==> src/dog_pkg.sv <==
// Shared types, path constants and colours for the dog layer; every block refers to them by scope
package dog_pkg;

    // ----------------------------------------
    // Raster bus and dog status
    // ----------------------------------------
    typedef struct packed {
        logic [11:0] hcount; // Pixel column
        logic [11:0] vcount; // Line number
        logic        hsync;
        logic        vsync;
        logic        hblnk;
        logic        vblnk;
        logic [11:0] rgb;    // 4 bits per colour
    } vga_bus_t;

    typedef enum logic [2:0] {
        DOG_IDLE = 3'd0, // Waiting at home
        DOG_WALK = 3'd1, // Walking left
        DOG_SPOT = 3'd2, // Short pause, sniffing
        DOG_JUMP = 3'd3, // Going up
        DOG_FALL = 3'd4  // Coming down
    } dog_state_t;

    typedef struct packed {
        logic [11:0] xpos;  // Integer part of x
        logic [11:0] ypos;  // Integer part of y
        logic [3:0]  photo; // Picture index
        dog_state_t  state;
    } dog_status_t;

    // ----------------------------------------
    // Path in integer pixels
    // ----------------------------------------
    localparam logic [11:0] DOG_HOME_X = 12'd1024; // Just off the right edge
    localparam logic [11:0] DOG_HOME_Y = 12'd595;
    localparam logic [11:0] WALK_END_X = 12'd650;
    localparam logic [11:0] SPOT_END_X = 12'd653;
    localparam logic [11:0] JUMP_TOP_Y = 12'd450;
    localparam logic [11:0] FALL_END_Y = 12'd600;

    // Steps per line, Q12.24, two's complement
    localparam logic [35:0] WALK_DX = -(36'd3 << 24);
    localparam logic [35:0] SPOT_DX = 36'd1 << 22; // +0.25
    localparam logic [35:0] JUMP_DX = -(36'd2 << 24);
    localparam logic [35:0] JUMP_DY = -(36'd4 << 24);
    localparam logic [35:0] FALL_DX = -(36'd2 << 24);
    localparam logic [35:0] FALL_DY = 36'd3 << 24;

    // Fixed pictures
    localparam logic [3:0] PHOTO_SPOT = 4'd6;
    localparam logic [3:0] PHOTO_JUMP = 4'd7;
    localparam logic [3:0] PHOTO_FALL = 4'd8;

    localparam int DOG_SIZE = 32; // Box edge in pixels

    localparam logic [11:0] BG_RGB = 12'h6AE; // Sky

    // One flat colour per picture, index 0 at the bottom
    localparam logic [8:0][11:0] DOG_PALETTE = {
        12'hE33, // 8 falling
        12'hF93, // 7 jumping
        12'hFF4, // 6 spotting
        12'h642, 12'h753, 12'h864,
        12'h975, 12'hA86, 12'hB97  // 0..5 walk cycle
    };

endpackage

==> src/vga_timing.sv <==
// Raster timing generator: pixel and line counters, sync/blank levels and a line-start pulse
`timescale 1ns/10ps

module vga_timing #(
    parameter int H_ACTIVE = 1024,
    parameter int H_FRONT  = 24,
    parameter int H_SYNC   = 136,
    parameter int H_TOTAL  = 1344,
    parameter int V_ACTIVE = 768,
    parameter int V_FRONT  = 3,
    parameter int V_SYNC   = 6,
    parameter int V_TOTAL  = 806
) (
    input  logic             clk,
    input  logic             rst,
    output dog_pkg::vga_bus_t vga_out,
    output logic             line_tick
);

    // ----------------------------------------
    // Counters
    // ----------------------------------------
    logic [11:0] hcount, vcount;
    logic [11:0] hcount_nxt, vcount_nxt;
    logic        hsync, vsync, hblnk, vblnk;
    logic        hsync_nxt, vsync_nxt, hblnk_nxt, vblnk_nxt;
    logic        line_end; // Last pixel of a line

    always_comb begin : cnt_comb_blk
        line_end   = (hcount == 12'(H_TOTAL - 1));
        hcount_nxt = line_end ? 12'd0 : hcount + 12'd1;
        vcount_nxt = vcount;
        if (line_end) begin
            vcount_nxt = (vcount == 12'(V_TOTAL - 1)) ? 12'd0 : vcount + 12'd1;
        end
    end

    // Levels worked out on the next count so they line up with it
    always_comb begin : level_comb_blk
        hblnk_nxt = (hcount_nxt >= 12'(H_ACTIVE));
        vblnk_nxt = (vcount_nxt >= 12'(V_ACTIVE));
        hsync_nxt = (hcount_nxt >= 12'(H_ACTIVE + H_FRONT)) &&
                    (hcount_nxt <  12'(H_ACTIVE + H_FRONT + H_SYNC));
        vsync_nxt = (vcount_nxt >= 12'(V_ACTIVE + V_FRONT)) &&
                    (vcount_nxt <  12'(V_ACTIVE + V_FRONT + V_SYNC));
    end

    always_ff @(posedge clk) begin : timing_seq_blk
        if (rst) begin
            hcount    <= 12'd0;
            vcount    <= 12'd0;
            hsync     <= 1'b0;
            vsync     <= 1'b0;
            hblnk     <= 1'b0; // 0,0 is an active pixel
            vblnk     <= 1'b0;
            line_tick <= 1'b0;
        end else begin
            hcount    <= hcount_nxt;
            vcount    <= vcount_nxt;
            hsync     <= hsync_nxt;
            vsync     <= vsync_nxt;
            hblnk     <= hblnk_nxt;
            vblnk     <= vblnk_nxt;
            line_tick <= (hcount_nxt == 12'(H_ACTIVE)); // First blank pixel of the line
        end
    end

    // ----------------------------------------
    // Output bus
    // ----------------------------------------
    always_comb begin : bus_comb_blk
        vga_out.hcount = hcount;
        vga_out.vcount = vcount;
        vga_out.hsync  = hsync;
        vga_out.vsync  = vsync;
        vga_out.hblnk  = hblnk;
        vga_out.vblnk  = vblnk;
        vga_out.rgb    = dog_pkg::BG_RGB; // Plain background, dog drawn later
    end

    // Sync pulse must drop after exactly H_SYNC clocks
    hsync_width_chk: assert property (
        @(posedge clk) disable iff (rst)
        $rose(hsync) |-> ##H_SYNC !hsync
    ) else $error("hsync held longer than %0d clocks", H_SYNC);

endmodule

==> src/dog_ctl.sv <==
// Dog motion controller: walks the dog along a fixed path once per game start, one step per line
`timescale 1ns/10ps

module dog_ctl (
    input  logic                 clk,
    input  logic                 rst,
    input  logic                 game_enable,
    input  logic                 line_tick,
    output dog_pkg::dog_status_t dog
);

    // ----------------------------------------
    // Registers and next values
    // ----------------------------------------
    dog_pkg::dog_state_t state, state_nxt;

    logic [35:0] x_q, y_q;     // Q12.24 position
    logic [35:0] x_nxt, y_nxt;
    logic [3:0]  photo_q, photo_nxt;
    logic [35:0] walk_x;       // x after a walk step
    logic [2:0]  walk_phase;   // Animation phase from walk position
    logic [11:0] x_int, y_int;

    assign x_int = x_q[35:24];
    assign y_int = y_q[35:24];

    // ----------------------------------------
    // State register
    // ----------------------------------------
    always_ff @(posedge clk) begin : state_seq_blk
        if (rst) begin
            state <= dog_pkg::DOG_IDLE;
        end else if (line_tick) begin
            state <= state_nxt; // Moves only on a line start
        end
    end

    // ----------------------------------------
    // Next state
    // ----------------------------------------
    always_comb begin : state_comb_blk
        case (state)
            dog_pkg::DOG_IDLE: begin
                state_nxt = game_enable ? dog_pkg::DOG_WALK : dog_pkg::DOG_IDLE;
            end
            dog_pkg::DOG_WALK: begin
                state_nxt = (x_int >= dog_pkg::WALK_END_X) ? dog_pkg::DOG_WALK
                                                           : dog_pkg::DOG_SPOT;
            end
            dog_pkg::DOG_SPOT: begin
                state_nxt = (x_int < dog_pkg::SPOT_END_X) ? dog_pkg::DOG_SPOT
                                                          : dog_pkg::DOG_JUMP;
            end
            dog_pkg::DOG_JUMP: begin
                state_nxt = (y_int > dog_pkg::JUMP_TOP_Y) ? dog_pkg::DOG_JUMP
                                                          : dog_pkg::DOG_FALL;
            end
            dog_pkg::DOG_FALL: begin
                state_nxt = (y_int < dog_pkg::FALL_END_Y) ? dog_pkg::DOG_FALL
                                                          : dog_pkg::DOG_IDLE;
            end
            default: state_nxt = dog_pkg::DOG_IDLE; // Recover from anything odd
        endcase
    end

    // ----------------------------------------
    // Step and picture for the next state
    // ----------------------------------------
    assign walk_x     = x_q + dog_pkg::WALK_DX;
    assign walk_phase = walk_x[29:27]; // Integer x bits 5:3

    always_comb begin : out_comb_blk
        x_nxt     = x_q;
        y_nxt     = y_q;
        photo_nxt = photo_q;
        case (state_nxt)
            dog_pkg::DOG_IDLE: begin
                x_nxt     = {dog_pkg::DOG_HOME_X, 24'd0}; // Back home
                y_nxt     = {dog_pkg::DOG_HOME_Y, 24'd0};
                photo_nxt = 4'd0;
            end
            dog_pkg::DOG_WALK: begin
                x_nxt     = walk_x;
                // Six-picture cycle, phases 6 and 7 fold to 0
                photo_nxt = (walk_phase > 3'd5) ? 4'd0 : {1'b0, walk_phase};
            end
            dog_pkg::DOG_SPOT: begin
                x_nxt     = x_q + dog_pkg::SPOT_DX; // Creeps right
                photo_nxt = dog_pkg::PHOTO_SPOT;
            end
            dog_pkg::DOG_JUMP: begin
                x_nxt     = x_q + dog_pkg::JUMP_DX;
                y_nxt     = y_q + dog_pkg::JUMP_DY; // Up the screen
                photo_nxt = dog_pkg::PHOTO_JUMP;
            end
            dog_pkg::DOG_FALL: begin
                x_nxt     = x_q + dog_pkg::FALL_DX;
                y_nxt     = y_q + dog_pkg::FALL_DY;
                photo_nxt = dog_pkg::PHOTO_FALL;
            end
            default: begin
                x_nxt     = x_q;
                y_nxt     = y_q;
                photo_nxt = photo_q;
            end
        endcase
    end

    // ----------------------------------------
    // Position and picture registers
    // ----------------------------------------
    always_ff @(posedge clk) begin : pos_seq_blk
        if (rst) begin
            x_q     <= {dog_pkg::DOG_HOME_X, 24'd0};
            y_q     <= {dog_pkg::DOG_HOME_Y, 24'd0};
            photo_q <= 4'd0;
        end else if (line_tick) begin
            x_q     <= x_nxt;
            y_q     <= y_nxt;
            photo_q <= photo_nxt;
        end
    end

    assign dog = '{xpos: x_int, ypos: y_int, photo: photo_q, state: state};

    // Only the five named states ever appear
    state_legal_chk: assert property (
        @(posedge clk) disable iff (rst)
        state inside {dog_pkg::DOG_IDLE, dog_pkg::DOG_WALK, dog_pkg::DOG_SPOT,
                      dog_pkg::DOG_JUMP, dog_pkg::DOG_FALL}
    ) else $error("dog_ctl in illegal state %0d", state);

endmodule

==> src/dog_draw.sv <==
// Dog overlay: paints a 32x32 box in the picture colour over the raster, one clock of latency
`timescale 1ns/10ps

module dog_draw (
    input  logic                 clk,
    input  logic                 rst,
    input  dog_pkg::vga_bus_t    vga_in,
    input  dog_pkg::dog_status_t dog,
    output dog_pkg::vga_bus_t    vga_out,
    output dog_pkg::dog_status_t dog_seen
);

    // ----------------------------------------
    // Box hit test
    // ----------------------------------------
    logic signed [12:0] dx, dy;    // Pixel offset inside the box
    logic               in_x, in_y;
    logic               active;    // Not in any blanking
    logic               hit;
    logic [3:0]         pal_idx;
    logic [11:0]        dog_rgb;
    dog_pkg::vga_bus_t  bus_nxt;

    // 13-bit signed so a box past x = 1023 still compares right
    assign dx = $signed({1'b0, vga_in.hcount}) - $signed({1'b0, dog.xpos});
    assign dy = $signed({1'b0, vga_in.vcount}) - $signed({1'b0, dog.ypos});

    assign in_x   = (dx >= 0) && (dx < dog_pkg::DOG_SIZE);
    assign in_y   = (dy >= 0) && (dy < dog_pkg::DOG_SIZE);
    assign active = !(vga_in.hblnk || vga_in.vblnk);
    assign hit    = active && in_x && in_y;

    // ----------------------------------------
    // Colour lookup
    // ----------------------------------------
    // Palette has nine entries, clamp anything above
    assign pal_idx = (dog.photo > 4'd8) ? 4'd8 : dog.photo;
    assign dog_rgb = dog_pkg::DOG_PALETTE[pal_idx];

    always_comb begin : pix_comb_blk
        bus_nxt = vga_in; // Timing passes straight on
        if (hit) begin
            bus_nxt.rgb = dog_rgb;
        end
    end

    // ----------------------------------------
    // Output register
    // ----------------------------------------
    always_ff @(posedge clk) begin : out_seq_blk
        if (rst) begin
            vga_out <= '0; // Syncs and blanks inactive
        end else begin
            vga_out <= bus_nxt;
        end
    end

    // Status follows the pixel it was drawn with
    always_ff @(posedge clk) begin : status_seq_blk
        dog_seen <= dog;
    end

endmodule

==> src/dog_scene_top.sv <==
// Top of the dog layer: raster timing, dog controller and overlay; raster comes out one clock late
`timescale 1ns/10ps

module dog_scene_top #(
    parameter int H_ACTIVE = 1024,
    parameter int H_FRONT  = 24,
    parameter int H_SYNC   = 136,
    parameter int H_TOTAL  = 1344,
    parameter int V_ACTIVE = 768,
    parameter int V_FRONT  = 3,
    parameter int V_SYNC   = 6,
    parameter int V_TOTAL  = 806
) (
    input  logic                 clk,
    input  logic                 rst,
    input  logic                 game_enable,
    output dog_pkg::vga_bus_t    vga_out,
    output dog_pkg::dog_status_t dog_status
);

    // ----------------------------------------
    // Internal wiring
    // ----------------------------------------
    dog_pkg::vga_bus_t    timing_bus; // Background raster
    dog_pkg::dog_status_t ctl_status; // Live dog pose
    logic                 line_tick;  // Start of horizontal blank

    vga_timing #(
        .H_ACTIVE (H_ACTIVE),
        .H_FRONT  (H_FRONT),
        .H_SYNC   (H_SYNC),
        .H_TOTAL  (H_TOTAL),
        .V_ACTIVE (V_ACTIVE),
        .V_FRONT  (V_FRONT),
        .V_SYNC   (V_SYNC),
        .V_TOTAL  (V_TOTAL)
    ) u_vga_timing (
        .clk       (clk),
        .rst       (rst),
        .vga_out   (timing_bus),
        .line_tick (line_tick)
    );

    // Steps once per line, outside the visible area
    dog_ctl u_dog_ctl (
        .clk         (clk),
        .rst         (rst),
        .game_enable (game_enable),
        .line_tick   (line_tick),
        .dog         (ctl_status)
    );

    dog_draw u_dog_draw (
        .clk      (clk),
        .rst      (rst),
        .vga_in   (timing_bus),
        .dog      (ctl_status),
        .vga_out  (vga_out),
        .dog_seen (dog_status) // Status aligned with the drawn pixel
    );

endmodule

==> config.mk <==
export PLATFORM = sky130hd
export DESIGN_NAME = dog_scene_top
export DESIGN_NICKNAME = d
export VERILOG_FILES = /design/src/dog_pkg.sv /design/src/vga_timing.sv /design/src/dog_ctl.sv /design/src/dog_draw.sv /design/src/dog_scene_top.sv
export SDC_FILE = /design/constraint.sdc
export NUM_CORES = 1
export LEC_CHECK = 0
export BUFFER_PORTS_ARGS = -buffer_cell sky130_fd_sc_hd__buf_4
export CAP_MARGIN = 15
export CORE_ASPECT_RATIO = 1.75
export CORE_MARGIN = 3
export CORE_UTILIZATION = 60
export CTS_BUF_LIST = sky130_fd_sc_hd__clkbuf_2 sky130_fd_sc_hd__clkbuf_4 sky130_fd_sc_hd__clkbuf_8
export DETAILED_ROUTE_END_ITERATION = 10
export GPL_TIMING_DRIVEN = 0
export PLACE_DENSITY = 0.92
export SYNTH_ARGS = -nofsm -noshare
export SYNTH_HDL_FRONTEND = slang
export SYNTH_HIERARCHICAL = 1
export SYNTH_SLANG_ARGS = --single-unit
==> constraint.sdc <==
create_clock -name clk -period 5.86 [get_ports clk]
set_input_delay 1.172 -clock clk [delete_from_list [all_inputs] [get_ports clk]]
set_output_delay 1.172 -clock clk [all_outputs]
set_load 0.05 [all_outputs]
==> results.cfg <==
[outcome]
status = finished, final reports clean

[synth]
async_flop_share_pct = 0
yosysSeqAreaShare_pct = 34.7
synthCells = 910
synth_edf_count = 0
syn_area_um2 = 7680
avgSynthCellArea_um2 = 8.44
ys_types = 104
ys.warnings.count = 6
ys.flop_type = dfxtp_1
synth_seq_cells = 133

[critical_path]
crit_required_ns = 6.18
r2r-start = u_dog_ctl/y_q[27]
critPathKind = register to register
end_kind = register
cp.arrival_ns = 3.90
cp_max_fo = 10
timing.rr.end = u_dog_ctl/x_q[28]
r2r_setup_slack_ns = 2.28
reg2reg_depth = 11
startpoint_type = register

[sta]
finClkSkew_ns = 0.0130
max_freq_mhz = 279
fin_setup_tns_ns = 0
final_max_slew_viol_count = 0
layout_setup_ws_ns = 2.28
hold_viol = 0
period_needed_ns = 3.58
tightest_slew_ns = 0.691
maxSlewHeadroom_pct = 53.6
min_period_over_period_pct = 61.1
setup_viol = 0
rsz0062_at_grt = false

[pwr]
p_sw_w = 0.000440
leakagePower_nw = 3.70
pwr-share-comb_pct = 5.6
clkPwrFrac_pct = 44.7
vdd_drop_max_mv = 0.145
internal_power_w = 0.00140
switching_share_pct = 23.9
powerDensity_nw_per_um2 = 207
p_seq_share_pct = 49.7

[cts]
tritoncts = done
numCtsBuffers = 17
cts.sinks = 133
postCtsHoldBufs = 0
ctsHtreeMaxLevel = 4
cts_resized = 0
cts_root_buffer = clkbuf_8
clk_path_buf_depth = 2
cts_setup_buffers = 0
clock_latency_ns = 0.45
clkTransAtPathRegs_ns = 0.08

[floorplanning]
die_width_um = 91.5
core_area_um2 = 12500
dieHeight_um = 156
dieArea_um2 = 14200
std_cell_rows = 54
io_pins = 74
initial_core_util_pct = 61.4

[placement]
place_congestion = 0.983
place_ws_ns = 2.28
portBuffers = 73
hpwl_um = 14800

[grt]
grt_pass1_vias = 7109
antenna_found_initial = 0
grt_overflow_total = 0
grt_use_total_pct = 29.2
grt_pass1_wl_um = 33700
grt_max_degree = 17

[drt]
routed_wl_um = 20700
ant_nets = 0
routed-via-count = 7338
drc = 0
routed_via_density = 6.15
wl_per_cell_um = 17.4
detail_route.iter0.violations = 556
first_pass_iters = 5

[min_path]
holdPathStages = 0
hold_class = register to register
hp-start = u_dog_ctl/y_q[28]
hold_end = u_dog_draw/dog_seen[11]

[cells_and_area]
fillers = 958
area_growth_pct = 15.9
final_util_pct = 71.2
diodes = 0
nets = 1061
drive_gt1_share_pct = 18.1

[job]
drv_cap = 0
==> worst max-delay path, cell delays in order, from the launching register on <==
cell and delay [ns]:
dfxtp_1 0.40, inv_1 0.19, ha_1 0.22, nor3b_1 0.44, a211oi_1 0.28, o21ai_0 0.45, nand2_2 0.21, o311ai_1 0.50
clkbuf_1 0.42, nor3b_1 0.10, o21ai_1 0.15, o31ai_1 0.09
==> power groups by stage <==
stage	Combinational (W)	Clock (W)	Sequential (W)
floorplan	0.0000542	0	0.000954
global placement	0.0000984	0	0.000935
detailed placement	0.0000996	0	0.000936
CTS	0.000101	0.000832	0.000915
global route	0.000110	0.000874	0.000915
finish	0.000103	0.000824	0.000915
==> cell type report <==
type	instances	area, um^2	share of cell area [%]
clock inverters	12	151	1.70
flip-flops and latches	133	2660	29.9
clock buffers	20	275	3.09
well taps	168	210	2.36
inverters	49	184	2.07
plain buffers	67	384	4.31
repair buffers	73	548	6.16
multi-input cells	671	4490	50.4
==> Yosys cell counts, types with 4 or more instances <==
library cell	instances	share of area (%)
xnor2_1	18	2.1
o21ai_0	36	2.3
nor3_1	50	3.3
a31oi_1	8	0.65
o221ai_1	4	0.46
inv_1	48	2.3
or2_2	4	0.33
nor2_1	69	3.4
a22oi_1	5	0.49
a21oi_1	61	4.0
buf_2	10	0.65
or3_1	15	1.2
a211oi_1	10	0.98
buf_6	6	0.88
nand4_1	6	0.49
nor4_1	4	0.33
ha_1	46	7.5
o21ai_1	17	1.1
nand3_1	22	1.4
a21boi_0	4	0.39
a311oi_1	4	0.46
buf_1	4	0.20
a21o_1	5	0.49
o211ai_1	9	0.88
clkbuf_1	27	1.3
nor3b_1	4	0.39
nor2b_1	38	3.1
xor2_1	7	0.80
buf_4	20	2.0
nand2_1	62	3.0
nand2b_1	6	0.49
o21a_1	9	0.88
and4_1	5	0.57
dfxtp_1	133	35
mux2i_1	9	1.2
o22ai_1	11	0.90
a211o_1	4	0.46
o21bai_1	5	0.49
==> sequential cells by signal (all words and copies together), names as in the netlist <==
register / flops
u_dog_ctl/photo_q: 4
u_vga_timing/vsync: 1
u_dog_draw/dog_seen: 31
u_dog_ctl/state: 3
u_dog_ctl/x_q: 14
u_vga_timing/vcount: 12
u_vga_timing/hblnk: 1
u_vga_timing/hcount: 12
u_dog_draw/vga_out: 40
u_vga_timing/line_tick: 1
u_dog_ctl/y_q: 12
u_vga_timing/hsync: 1
u_vga_timing/vblnk: 1
==> kinds of logic (layout without fill, tap and decap cells) <==
group	Yosys count	in the layout	share of synthesized area, %
other cells	2	12	0.0978
compound gates	241	241	21.5
xor+xnor	26	26	3.06
fa+ha+maj	46	46	7.49
simple gates	331	331	23.6
mux	15	15	2.20
buf+inv	116	221	7.40
flops	133	133	34.7
==> worst max-delay path by stage <==
stage                      startpoint           endpoint  slack [ns]  depth (start not counted)
floorplan                 game_enable  u_dog_ctl/x_q[27]        2.71                          9
global placement          game_enable  u_dog_ctl/x_q[27]        2.29                         10
detailed placement        game_enable  u_dog_ctl/x_q[27]        2.28                         10
CTS                 u_dog_ctl/y_q[27]  u_dog_ctl/x_q[30]        2.37                         11
global route        u_dog_ctl/y_q[27]  u_dog_ctl/x_q[30]        1.99                         11
finish              u_dog_ctl/y_q[27]  u_dog_ctl/x_q[28]        2.28                         11
==> routing by layer <==
metal / wire length, um / track usage (%) / vias up
met3: 1360 / 5.45 / 110
met5: 0 / 0 / -
met2: 10600 / 52.1 / 399
met4: 1080 / 18.3 / 0
met1: 7680 / 31.3 / 3375
li1: - / - / 3454
==> layout by cell type, fill, tap and decap left out, types with 5 or more instances in the layout <==
| cell type | synthesis | final |
|---|---|---|
| a21oi_1 | 61 | 61 |
| o21a_1 | 9 | 9 |
| nand4_1 | 6 | 6 |
| buf_2 | 10 | 10 |
| nand3_1 | 22 | 22 |
| mux2i_1 | 9 | 9 |
| buf_6 | 6 | 6 |
| nor3_1 | 50 | 50 |
| xnor2_1 | 18 | 18 |
| nand2_1 | 62 | 62 |
| clkbuf_1 | 27 | 27 |
| inv_1 | 48 | 48 |
| conb_1 | 2 | 12 |
| a22oi_1 | 5 | 5 |
| a31oi_1 | 8 | 8 |
| o22ai_1 | 11 | 11 |
| a21o_1 | 5 | 5 |
| buf_4 | 20 | 93 |
| nand2b_1 | 6 | 6 |
| dfxtp_1 | 133 | 133 |
| and4_1 | 5 | 5 |
| nor2b_1 | 38 | 38 |
| xor2_1 | 7 | 7 |
| clkbuf_8 | 0 | 20 |
| a211oi_1 | 10 | 10 |
| o21bai_1 | 5 | 5 |
| ha_1 | 46 | 46 |
| nor2_1 | 69 | 69 |
| o21ai_0 | 36 | 36 |
| o21ai_1 | 17 | 17 |
| or3_1 | 15 | 15 |
| o211ai_1 | 9 | 9 |
==> per-stage QoR <==
stage               cells  power (W)  hold slack (ns)  cell area, um^2
finish               1193    0.00184            0.368             8900
global route         1193    0.00190            0.374             8900
CTS                  1193    0.00185            0.366             8900
detailed placement   1161    0.00104            0.354             8480
global placement     1161    0.00103            0.351             8480
floorplan             920    0.00101            0.341             7720
Note: power is estimated with default switching activity, not from simulation.
